File: src/common/fetch_defines.svh
`ifndef FETCH_DEFINES_SVH
`define FETCH_DEFINES_SVH

// ---------------------------------------------------------------------------
// Fetch subsystem parameters
// ---------------------------------------------------------------------------

// First pc after reset
`define FETCH_RESET_PC 32'h3000_0000

// Direct-mapped cache geometry
`define ICACHE_LINES 16
`define ICACHE_LINE_WORDS 4

// AXI id on every line refill
`define FETCH_AXI_ID 0

`endif

File: src/common/fetch_pkg.sv
`include "fetch_defines.svh"

package fetch_pkg;

    // Address split widths from the cache geometry
    localparam int INDEX_W = $clog2(`ICACHE_LINES);
    localparam int WORD_SEL_W = $clog2(`ICACHE_LINE_WORDS);
    localparam int TAG_W = 32 - INDEX_W - WORD_SEL_W - 2;

    typedef logic [31:0] addr_t;
    typedef logic [31:0] inst_t;
    typedef logic [TAG_W-1:0] tag_t;
    typedef logic [INDEX_W-1:0] index_t;
    typedef logic [WORD_SEL_W-1:0] word_sel_t;

    // Fetch unit to cache
    typedef struct packed {
        addr_t pc;
    } fetch_req_t;

    typedef struct packed {
        inst_t inst;
    } fetch_resp_t;

    // ------------------------------------------------------------------------
    // Memory read channels
    // ------------------------------------------------------------------------
    typedef struct packed {
        addr_t      addr;
        logic [3:0] id;
        logic [7:0] len;
        logic [2:0] size;
        logic [1:0] burst;
    } mem_ar_t;

    typedef struct packed {
        logic [31:0] data;
        logic [3:0]  id;
        logic [1:0]  resp;
        logic        last;
    } mem_r_t;

    typedef enum logic [2:0] {
        idle,
        lookup,
        refill_addr,
        refill_data,
        respond
    } icache_state_t;

endpackage

File: src/hdl/fetch_unit.sv
`include "fetch_defines.svh"

module fetch_unit (
    input  logic                   clock,
    input  logic                   reset,
    // Control from decode
    input  logic                   redirect_valid,
    input  fetch_pkg::addr_t       redirect_pc,
    input  logic                   hold,
    // Request to cache
    output logic                   req_valid,
    output fetch_pkg::fetch_req_t  req,
    input  logic                   req_ready,
    // Response from cache is always accepted
    input  logic                   resp_valid,
    input  fetch_pkg::fetch_resp_t resp,
    // Instruction toward decode
    output logic                   inst_valid,
    output fetch_pkg::addr_t       inst_pc,
    output fetch_pkg::inst_t       inst,
    input  logic                   inst_ready
);

    fetch_pkg::addr_t pc;
    fetch_pkg::addr_t next_pc;
    fetch_pkg::addr_t redirect_pc_q;
    logic             redirect_q;
    logic             hold_q;
    logic             boot;
    logic             outstanding;
    logic             handoff;

    assign handoff = inst_valid && inst_ready;
    assign req.pc = pc;

    // Hold beats redirect and a captured redirect beats a live one
    always_comb begin
        if (hold_q || hold) begin
            next_pc = pc;
        end else if (redirect_q) begin
            next_pc = redirect_pc_q;
        end else if (redirect_valid) begin
            next_pc = redirect_pc;
        end else begin
            next_pc = pc + 32'd4;
        end
    end

    // -------------------------------------------------------------------------
    // Redirect and hold capture between handoffs
    // -------------------------------------------------------------------------
    always_ff @(posedge clock) begin
        if (reset) begin
            redirect_q <= 1'b0;
            hold_q <= 1'b0;
        end else if (handoff) begin
            redirect_q <= 1'b0;
            hold_q <= 1'b0;
        end else begin
            if (redirect_valid) begin
                redirect_q <= 1'b1;
            end
            if (hold) begin
                hold_q <= 1'b1;
            end
        end
    end

    // First redirect wins
    always_ff @(posedge clock) begin
        if (!handoff && redirect_valid && !redirect_q) begin
            redirect_pc_q <= redirect_pc;
        end
    end

    always_ff @(posedge clock) begin
        if (reset) begin
            pc <= `FETCH_RESET_PC;
        end else if (handoff) begin
            pc <= next_pc;
        end
    end

    // -------------------------------------------------------------------------
    // Request issue with one in flight
    // -------------------------------------------------------------------------
    always_ff @(posedge clock) begin
        if (reset) begin
            boot <= 1'b1;
            req_valid <= 1'b0;
            outstanding <= 1'b0;
        end else begin
            boot <= 1'b0;
            if (boot || handoff) begin
                req_valid <= 1'b1;
            end else if (req_valid && req_ready) begin
                req_valid <= 1'b0;
            end
            if (req_valid && req_ready) begin
                outstanding <= 1'b1;
            end else if (resp_valid) begin
                outstanding <= 1'b0;
            end
        end
    end

    // Output register toward decode
    always_ff @(posedge clock) begin
        if (reset) begin
            inst_valid <= 1'b0;
        end else if (resp_valid) begin
            inst_valid <= 1'b1;
        end else if (handoff) begin
            inst_valid <= 1'b0;
        end
    end

    always_ff @(posedge clock) begin
        if (resp_valid) begin
            inst <= resp.inst;
            inst_pc <= pc;
        end
    end

    a_inst_stable: assert property (@(posedge clock) disable iff (reset)
        inst_valid && !inst_ready |=> inst_valid && $stable(inst) && $stable(inst_pc));

    a_resp_outstanding: assert property (@(posedge clock) disable iff (reset)
        resp_valid |-> outstanding);

endmodule

File: src/icache/icache.sv
`include "fetch_defines.svh"

module icache (
    input  logic                   clock,
    input  logic                   reset,
    // Request from fetch unit
    input  logic                   req_valid,
    input  fetch_pkg::fetch_req_t  req,
    output logic                   req_ready,
    // One-cycle response
    output logic                   resp_valid,
    output fetch_pkg::fetch_resp_t resp,
    // Memory read address channel
    output logic                   mem_ar_valid,
    output fetch_pkg::mem_ar_t     mem_ar,
    input  logic                   mem_ar_ready,
    // Memory read data channel
    input  logic                   mem_r_valid,
    input  fetch_pkg::mem_r_t      mem_r,
    output logic                   mem_r_ready
);

    // Byte offset, word select, index, tag from low to high
    localparam int WORD_LSB = 2;
    localparam int INDEX_LSB = WORD_LSB + $bits(fetch_pkg::word_sel_t);
    localparam int TAG_LSB = INDEX_LSB + $bits(fetch_pkg::index_t);
    localparam int DATA_WORDS = `ICACHE_LINES * `ICACHE_LINE_WORDS;

    fetch_pkg::icache_state_t state;
    fetch_pkg::addr_t         req_pc;
    fetch_pkg::tag_t          req_tag;
    fetch_pkg::index_t        req_index;
    fetch_pkg::word_sel_t     req_word;
    fetch_pkg::word_sel_t     beat;
    logic                     hit;

    logic [`ICACHE_LINES-1:0] line_valid;
    fetch_pkg::tag_t          tag_array [`ICACHE_LINES];
    fetch_pkg::inst_t         data_array [DATA_WORDS];

    assign req_tag = req_pc[TAG_LSB +: $bits(fetch_pkg::tag_t)];
    assign req_index = req_pc[INDEX_LSB +: $bits(fetch_pkg::index_t)];
    assign req_word = req_pc[WORD_LSB +: $bits(fetch_pkg::word_sel_t)];

    assign hit = line_valid[req_index] && (tag_array[req_index] == req_tag);

    // Request pc held for the whole lookup/refill
    always_ff @(posedge clock) begin
        if (req_valid && req_ready) begin
            req_pc <= req.pc;
        end
    end

    // -------------------------------------------------------------------------
    // Lookup and refill FSM
    // -------------------------------------------------------------------------
    always_ff @(posedge clock) begin
        if (reset) begin
            state <= fetch_pkg::idle;
        end else begin
            case (state)
                fetch_pkg::idle: begin
                    if (req_valid) begin
                        state <= fetch_pkg::lookup;
                    end
                end
                fetch_pkg::lookup: begin
                    state <= hit ? fetch_pkg::respond : fetch_pkg::refill_addr;
                end
                fetch_pkg::refill_addr: begin
                    if (mem_ar_ready) begin
                        state <= fetch_pkg::refill_data;
                    end
                end
                fetch_pkg::refill_data: begin
                    if (mem_r_valid && mem_r.last) begin
                        state <= fetch_pkg::respond;
                    end
                end
                default: begin
                    state <= fetch_pkg::idle;
                end
            endcase
        end
    end

    // Beat counter and valid bits
    always_ff @(posedge clock) begin
        if (reset) begin
            beat <= '0;
            line_valid <= '0;
        end else if (state == fetch_pkg::refill_addr) begin
            beat <= '0;
        end else if (mem_r_valid && mem_r_ready) begin
            beat <= beat + 1'b1;
            if (mem_r.last) begin
                line_valid[req_index] <= 1'b1;
            end
        end
    end

    // Line fill with beats in address order
    always_ff @(posedge clock) begin
        if (mem_r_valid && mem_r_ready) begin
            data_array[{req_index, beat}] <= mem_r.data;
            if (mem_r.last) begin
                tag_array[req_index] <= req_tag;
            end
        end
    end

    assign req_ready = (state == fetch_pkg::idle);
    assign resp_valid = (state == fetch_pkg::respond);
    assign resp.inst = data_array[{req_index, req_word}];

    // -------------------------------------------------------------------------
    // Memory read channel
    // -------------------------------------------------------------------------
    assign mem_ar_valid = (state == fetch_pkg::refill_addr);
    assign mem_r_ready = (state == fetch_pkg::refill_data);

    // One incrementing burst of 4-byte beats per line
    always_comb begin
        mem_ar.addr = {req_tag, req_index, {INDEX_LSB{1'b0}}};
        mem_ar.id = 4'(`FETCH_AXI_ID);
        mem_ar.len = 8'(`ICACHE_LINE_WORDS - 1);
        mem_ar.size = 3'b010;
        mem_ar.burst = 2'b01;
    end

    a_ar_stable: assert property (@(posedge clock) disable iff (reset)
        mem_ar_valid && !mem_ar_ready |=> mem_ar_valid && $stable(mem_ar));

    a_last_in_refill: assert property (@(posedge clock) disable iff (reset)
        mem_r_valid && mem_r.last |-> state == fetch_pkg::refill_data);

endmodule

File: src/hdl/fetch_top.sv
module fetch_top (
    input  logic                clock,
    input  logic                reset,
    // Decode side
    input  logic                redirect_valid,
    input  fetch_pkg::addr_t    redirect_pc,
    input  logic                hold,
    output logic                inst_valid,
    output fetch_pkg::addr_t    inst_pc,
    output fetch_pkg::inst_t    inst,
    input  logic                inst_ready,
    // Memory side
    output logic                mem_ar_valid,
    output fetch_pkg::mem_ar_t  mem_ar,
    input  logic                mem_ar_ready,
    input  logic                mem_r_valid,
    input  fetch_pkg::mem_r_t   mem_r,
    output logic                mem_r_ready
);

    logic                   req_valid;
    logic                   req_ready;
    fetch_pkg::fetch_req_t  req;
    logic                   resp_valid;
    fetch_pkg::fetch_resp_t resp;

    fetch_unit u_fetch_unit (
        .clock          (clock),
        .reset          (reset),
        .redirect_valid (redirect_valid),
        .redirect_pc    (redirect_pc),
        .hold           (hold),
        .req_valid      (req_valid),
        .req            (req),
        .req_ready      (req_ready),
        .resp_valid     (resp_valid),
        .resp           (resp),
        .inst_valid     (inst_valid),
        .inst_pc        (inst_pc),
        .inst           (inst),
        .inst_ready     (inst_ready)
    );

    icache u_icache (
        .clock        (clock),
        .reset        (reset),
        .req_valid    (req_valid),
        .req          (req),
        .req_ready    (req_ready),
        .resp_valid   (resp_valid),
        .resp         (resp),
        .mem_ar_valid (mem_ar_valid),
        .mem_ar       (mem_ar),
        .mem_ar_ready (mem_ar_ready),
        .mem_r_valid  (mem_r_valid),
        .mem_r        (mem_r),
        .mem_r_ready  (mem_r_ready)
    );

endmodule

File: config.mk
export PLATFORM = sky130hd
export DESIGN_NAME = fetch_top
export DESIGN_NICKNAME = d
export VERILOG_FILES = /design/src/common/fetch_pkg.sv /design/src/hdl/fetch_unit.sv /design/src/icache/icache.sv /design/src/hdl/fetch_top.sv
export VERILOG_INCLUDE_DIRS = /design/src /design/src/common
export SDC_FILE = /design/constraint.sdc
export NUM_CORES = 2
export LEC_CHECK = 0
export ABC_AREA = 1
export BUFFER_PORTS_ARGS = -buffer_cell sky130_fd_sc_hd__buf_2
export CAP_MARGIN = 0
export CORE_AREA = 2 2 387 677
export CTS_CLUSTER_DIAMETER = 50
export DETAILED_ROUTE_END_ITERATION = 12
export DIE_AREA = 0 0 389 679
export PLACE_DENSITY = 0.61
export SLEW_MARGIN = 0
export SYNTH_ARGS = -nofsm -noshare
export SYNTH_HDL_FRONTEND = slang
export SYNTH_SLANG_ARGS = --single-unit
File: constraint.sdc
create_clock -name clock -period 12.2 [get_ports clock]
set_input_delay 3.66 -clock clock [delete_from_list [all_inputs] [get_ports clock]]
set_output_delay 3.66 -clock clock [all_outputs]
set_load 0.01 [all_outputs]
**After elaboration in Yosys (flattened, before gate mapping)**

Memories as Yosys holds them, arrays and structs flattened. A register that Yosys moved wholly into a read port is not among the register bits.
Cells that the tools add are included.

- Divide/modulo/power cells: 0
- Mux-type cells: 22
- Multipliers: 0
- Reduce and logical (&&, ||, !) cells: 20
- Bitwise gates (word level): 3
- Equal/unequal tests: 8
- Order comparisons: 2
- Shift-type cells: 0
- Add/sub/neg operators: 2

Operators by type and width:

| kind | count |
|---|---|
| two-way mux 32 bit | 2 |
| adder 32 x 3 -> 32 bit, second input constant | 1 |
| == test 24 bit | 1 |
| OR 16 bit | 1 |
| two-way mux 1 bit | 12 |
| two-way mux 3 bit | 4 |
| one-hot mux 3 bit (4 select lines) | 1 |
| logical AND 1 bit | 8 |
| == test 3 x 2 -> 1 bit, second input constant | 2 |
| AND reduction 3 bit | 2 |
| < comparator 4 x 5 -> 1 bit, second input constant | 1 |
| binary-select mux 1 bit (select 4 bit) | 1 |
| demux 1 bit (select 4 bit) | 1 |
| greater-or-equal comparator 4 x 1 -> 1 bit, second input constant | 1 |
| two-way mux 4 bit | 1 |
| inequality test 2 bit, second input constant | 2 |
| nonzero test 2 bit | 2 |
| OR reduction 2 bit | 2 |
| == test 3 x 1 -> 1 bit, second input constant | 1 |
| == test 3 bit, second input constant | 1 |
| zero test 3 bit | 1 |
| adder 2 x 1 -> 2 bit, second input constant | 1 |
| zero test 1 bit | 2 |
| logical OR 1 bit | 2 |
| other kinds (3) | 4 |

- Memory bits (writable): 2432
- Bits in latches: 0
- Register bits after elaboration: 154
- Input port bits: 78
- Memory bits (read-only): 0
- Word-level logic and storage cells: 71
- Memories: 2
- Output and inout port bits: 116

Memories:

| name | words | width | read ports | clocked after memory_dff | write ports | line | source |
|---|---|---|---|---|---|---|---|
| u_icache.data_array | 64 | 32 | 1 | 1 | 1 | icache.sv:39 | `fetch_pkg::inst_t data_array [DATA_WORDS];` |
| u_icache.tag_array | 16 | 24 | 1 | 1 | 1 | icache.sv:38 | `` fetch_pkg::tag_t tag_array [`ICACHE_LINES]; `` |

**Longest topological paths before layout**

- Depth in word-level cells: 5
- Gate-level depth with buffers: 19
- Gate-level depth less buffers: 18

**Modules after synthesis**

From an unflattened synthesis, not the netlist that was laid out.

- Cells, all modules: 8286
- Area total of the unflattened synthesis: 104183.7 um^2

Modules (own cells, without submodules):

| module | times used | cells each | sequential area each (um^2) | area each (um^2) |
|---|---|---|---|---|
| icache | 1 | 7794 | 74471.4 | 98792.2 |
| fetch_unit | 1 | 492 | 3623.5 | 5391.4 |

**Worst setup path after synthesis**

OpenSTA, ideal clock, no wires.

- Path kind: input to register
- Start point: input mem_r_valid
- End point: memory u_icache.data_array[19][0] (netlist bit), enable pin
- Arrival: 6.379 ns
- Path slack: 5.360 ns
- Data required time: 11.739 ns
- Setup time: 0.461 ns
- Stages: 4
- Path buffers: 0
- Cell sequence: nand2_1 nor2_1 nand2_1 nor3_1

- Longest elaborated chain between the ends: 3

RTL lines:

| item | line | source |
|---|---|---|
| start, declared | fetch_top.sv:16 | `input logic mem_r_valid,` |
| logical AND 1 bit | icache.sv:104 | `if (mem_r_valid && mem_r_ready) begin` |
| two-way mux 1 bit | icache.sv:104 |  |
| two-way mux 1 bit (not written as such) | icache.sv:105 | `data_array[{req_index, beat}] <= mem_r.data;` |
| end, declared | icache.sv:39 |  |

No other way between the ends.

**Worst setup path after layout**

- Start point: input mem_r_valid
- End point: memory u_icache.data_array[22][6] (netlist bit), enable pin

Same word-level chain as after synthesis.

==> results.ini <==
[run_status]
status=finished, final reports clean

[sta]
rsz0062_at_grt=false
period_share_pct=50.67
min_period_ns=6.182
fin_skew_ns=0.1111
slew_violations=0
finalHoldViolCount=0
setup-violations-final=0
fmax_mhz=161.8
worst_slew_pin_slew_ns=1.302
fin_tns_setup_ns=0
timing.slew.headroom_pct=13.20

[cts]
clk_path_buf_depth=4
cts_root_buffer=clkbuf_16
cts_hold_buffers=0
htree_num_levels=4
cts_tree=done
clock_sinks=2620
insertion_delay_ns=0.90
cts-resized-gates=0
path_clk_slew_ns=0.07
postCtsSetupRepairBufs=0
numCtsBuffers=225

[synth]
synthArstFlopShare_pct=0
synthTopCellsByArea=edfxtp_1 75%, o21ai_0 5.2%, nor2_1 4.6%
synth_most_common_cell=edfxtp_1
synth_xor_area_share_pct=0.1276
synth_top_cell_by_area=edfxtp_1
synth.avg_cell_area_um2=12.95
seq_area_frac_synth_pct=75.80
ys_top_cells_by_count=2558 x edfxtp_1, 1258 x nor2_1, 1066 x o21ai_0
ys_types=48
postSynthCellCount=7951
synth_simple_gate_area_share_pct=10.24
synthAdderAreaFrac_pct=0.01215
synth.yosys.warnings=0
synth_area_um2=103000
ys_seq_elements=2620
synth-compound-area-share_pct=10.47
synth_top_family_by_area=compound AO/OA/AOI/OAI gates
synth-edff-count=2558
synth_flop_cell=edfxtp_1
synthMuxAreaShare_pct=0
synth.top_cell.area_share_pct=74.59

[setup_path]
slowest_delay_ns=1.09
critPathLaunchType=input port
cp_cell_sequence=buf_2, nand2_1, inv_1, nand4_1, nor2_4, buf_4
rr_startpoint=u_icache.req_pc[2]
required_ns=12.74
worstPathArrival_ns=6.72
path_max_fanout=18
cp_slowest_cell=nor2_4
r2r_cells=11
r2r_end=u_fetch_unit.inst[9]
r2r_slack_ns=6.77
end_kind=flop
crit_type=input port to flop

[power_and_ir_drop]
powerDensity_nw_per_um2=174.0
ir_worst_vdd_uv=130.2
finalPower_mw=19.97
p_leak_nw=37.45

[hold_path]
hold_start=u_fetch_unit.req[0]
hold_class=flop to flop
min_to=u_fetch_unit.inst_pc[0]
hold_path_depth=0

[detailed_routing]
wl_per_cell_um=26.90
drt_iter0_markers=7237
drc=0
vias_per_cell=5.707
vias=65910
drtPass1Iterations=10
postRouteAntennaNets=0
routed_wl_um=310600

[die]
initial_core_util_pct=39.86
io_pins=194
die_w_um=389
coreArea_um2=258400
floorplan.die_area_um2=264100
fp.dieH_um=679
rows=247

[cells_and_area]
final_cells=11550
num-nets-final=8080
nFillCells=22740
syn2layout_area_growth_pct=11.41
finalCoreUtilization_pct=44.41
drive_gt1_share_pct=9.664

[place]
dp_hpwl_um=171600
portBuffers=166
place_congestion=0.8381
dp.cells=11140

[grt]
overflow=0
grt_pass1_vias=63510
grt_max_degree=195
grt_pass1_wl_um=438700
gr-usage-all-layers_pct=22.71
antenna_found_initial=29

[run]
maxCapViolCount=0

-- cells by family (layout without fill, tap and decap cells) --
logic type               count (synthesis)  after routing
AND/OR/NAND/NOR                       2635           2635
flip-flops                            2620           2620
XOR/XNOR                                15             15
adder cells (fa/ha/maj)                  1              1
buffers and inverters                  791            996
AO/OA/AOI/OAI                         1887           1887
other                                    2             33
-- power breakdown --
part	internal (mW)	switching, mW	total, mW
Sequential	9.98	0.0954	10.1
Clock	3.78	3.22	6.99
Combinational	0.745	2.16	2.90
Total	14.5	5.47	20.0
-- registers in the layout (all words and copies together), names as in the netlist, named ones only --
register / cells
u_fetch_unit.boot: 1
u_fetch_unit.hold_q: 1
u_fetch_unit.inst: 32
u_fetch_unit.inst_pc: 32
u_fetch_unit.inst_valid: 1
u_fetch_unit.redirect_pc_q: 32
u_fetch_unit.redirect_q: 1
u_fetch_unit.req: 32
u_fetch_unit.req_valid: 1
u_icache.beat: 2
u_icache.data_array: 2048
u_icache.line_valid: 16
u_icache.req_pc: 30
u_icache.state: 3
u_icache.tag_array: 384
-- stage by stage --
stage / hold WS [ns] / area, um2 / setup WS (ns)
finish: 0.4457 / 114700 / 6.018
global route: 0.4668 / 114700 / 6.000
CTS: 0.4436 / 114700 / 6.137
detailed placement: 0.4172 / 107800 / 5.201
global placement: 0.4197 / 107800 / 5.244
floorplan: 0.4082 / 103000 / 5.360
-- how the worst max path moves through the flow --
stage / slack [ns] / from / to / depth (start not counted)
after detailed placement: 5.20 / mem_r_valid / u_icache.data_array[36][6] / 6
after global placement: 5.24 / mem_r_valid / u_icache.data_array[36][6] / 6
after CTS: 6.14 / mem_r_valid / u_icache.data_array[36][21] / 6
after floorplan: 5.36 / mem_r_valid / u_icache.data_array[19][0] / 4
after global routing: 6.00 / inst_ready / u_fetch_unit.req[1] / 8
final: 6.02 / mem_r_valid / u_icache.data_array[22][6] / 6
-- critical path: cells and delay by family --
family	cells	cell delay, ns
buffers and inverters	3	0.83
and+or+nand+nor	3	2.19
-- cells in the final DEF, fill, tap and decap left out, types with 18 or more instances in the layout --
cell type,n
nand4_1,39
a21oi_1,75
o22ai_1,501
a22o_1,52
nor2_1,1174
dfxtp_1,59
nand2_1,1021
clkbuf_1,46
nor2_4,86
a31oi_1,19
inv_1,228
a221oi_1,56
clkbuf_16,226
o21ai_0,1066
nand3_1,269
o21ai_1,31
bufinv_16,18
clkinv_2,41
buf_4,181
edfxtp_1,2558
buf_2,166
clkinv_1,54
o211ai_1,26
conb_1,21
a41oi_1,24
-- routing by layer --
metal / GRT usage, % / up-vias / wire length (um) / share of wire (%)
li1: - / 29110 / - / -
met1: 25.45 / 33160 / 107900 / 35
met4: 15.31 / 12 / 23370 / 7.5
met2: 40.01 / 2878 / 157700 / 51
met5: 0 / - / 76 / 0.024
met3: 3.218 / 750 / 21480 / 6.9
-- area by class of cell --
| class | count | area [um2] | area share [%] |
|---|---|---|---|
| sequential | 2620 | 78060 | 68.04 |
| multi-input combinational | 4559 | 22200 | 19.35 |
| clock buffer | 273 | 5842 | 5.092 |
| tap | 3361 | 4205 | 3.665 |
| timing repair buffer | 356 | 2370 | 2.066 |
| clock inverter | 128 | 1107 | 0.9651 |
| inverter | 239 | 920.9 | 0.8026 |
| antenna | 12 | 30.03 | 0.02617 |
No activity file was read; power rests on OpenSTA's default activity.
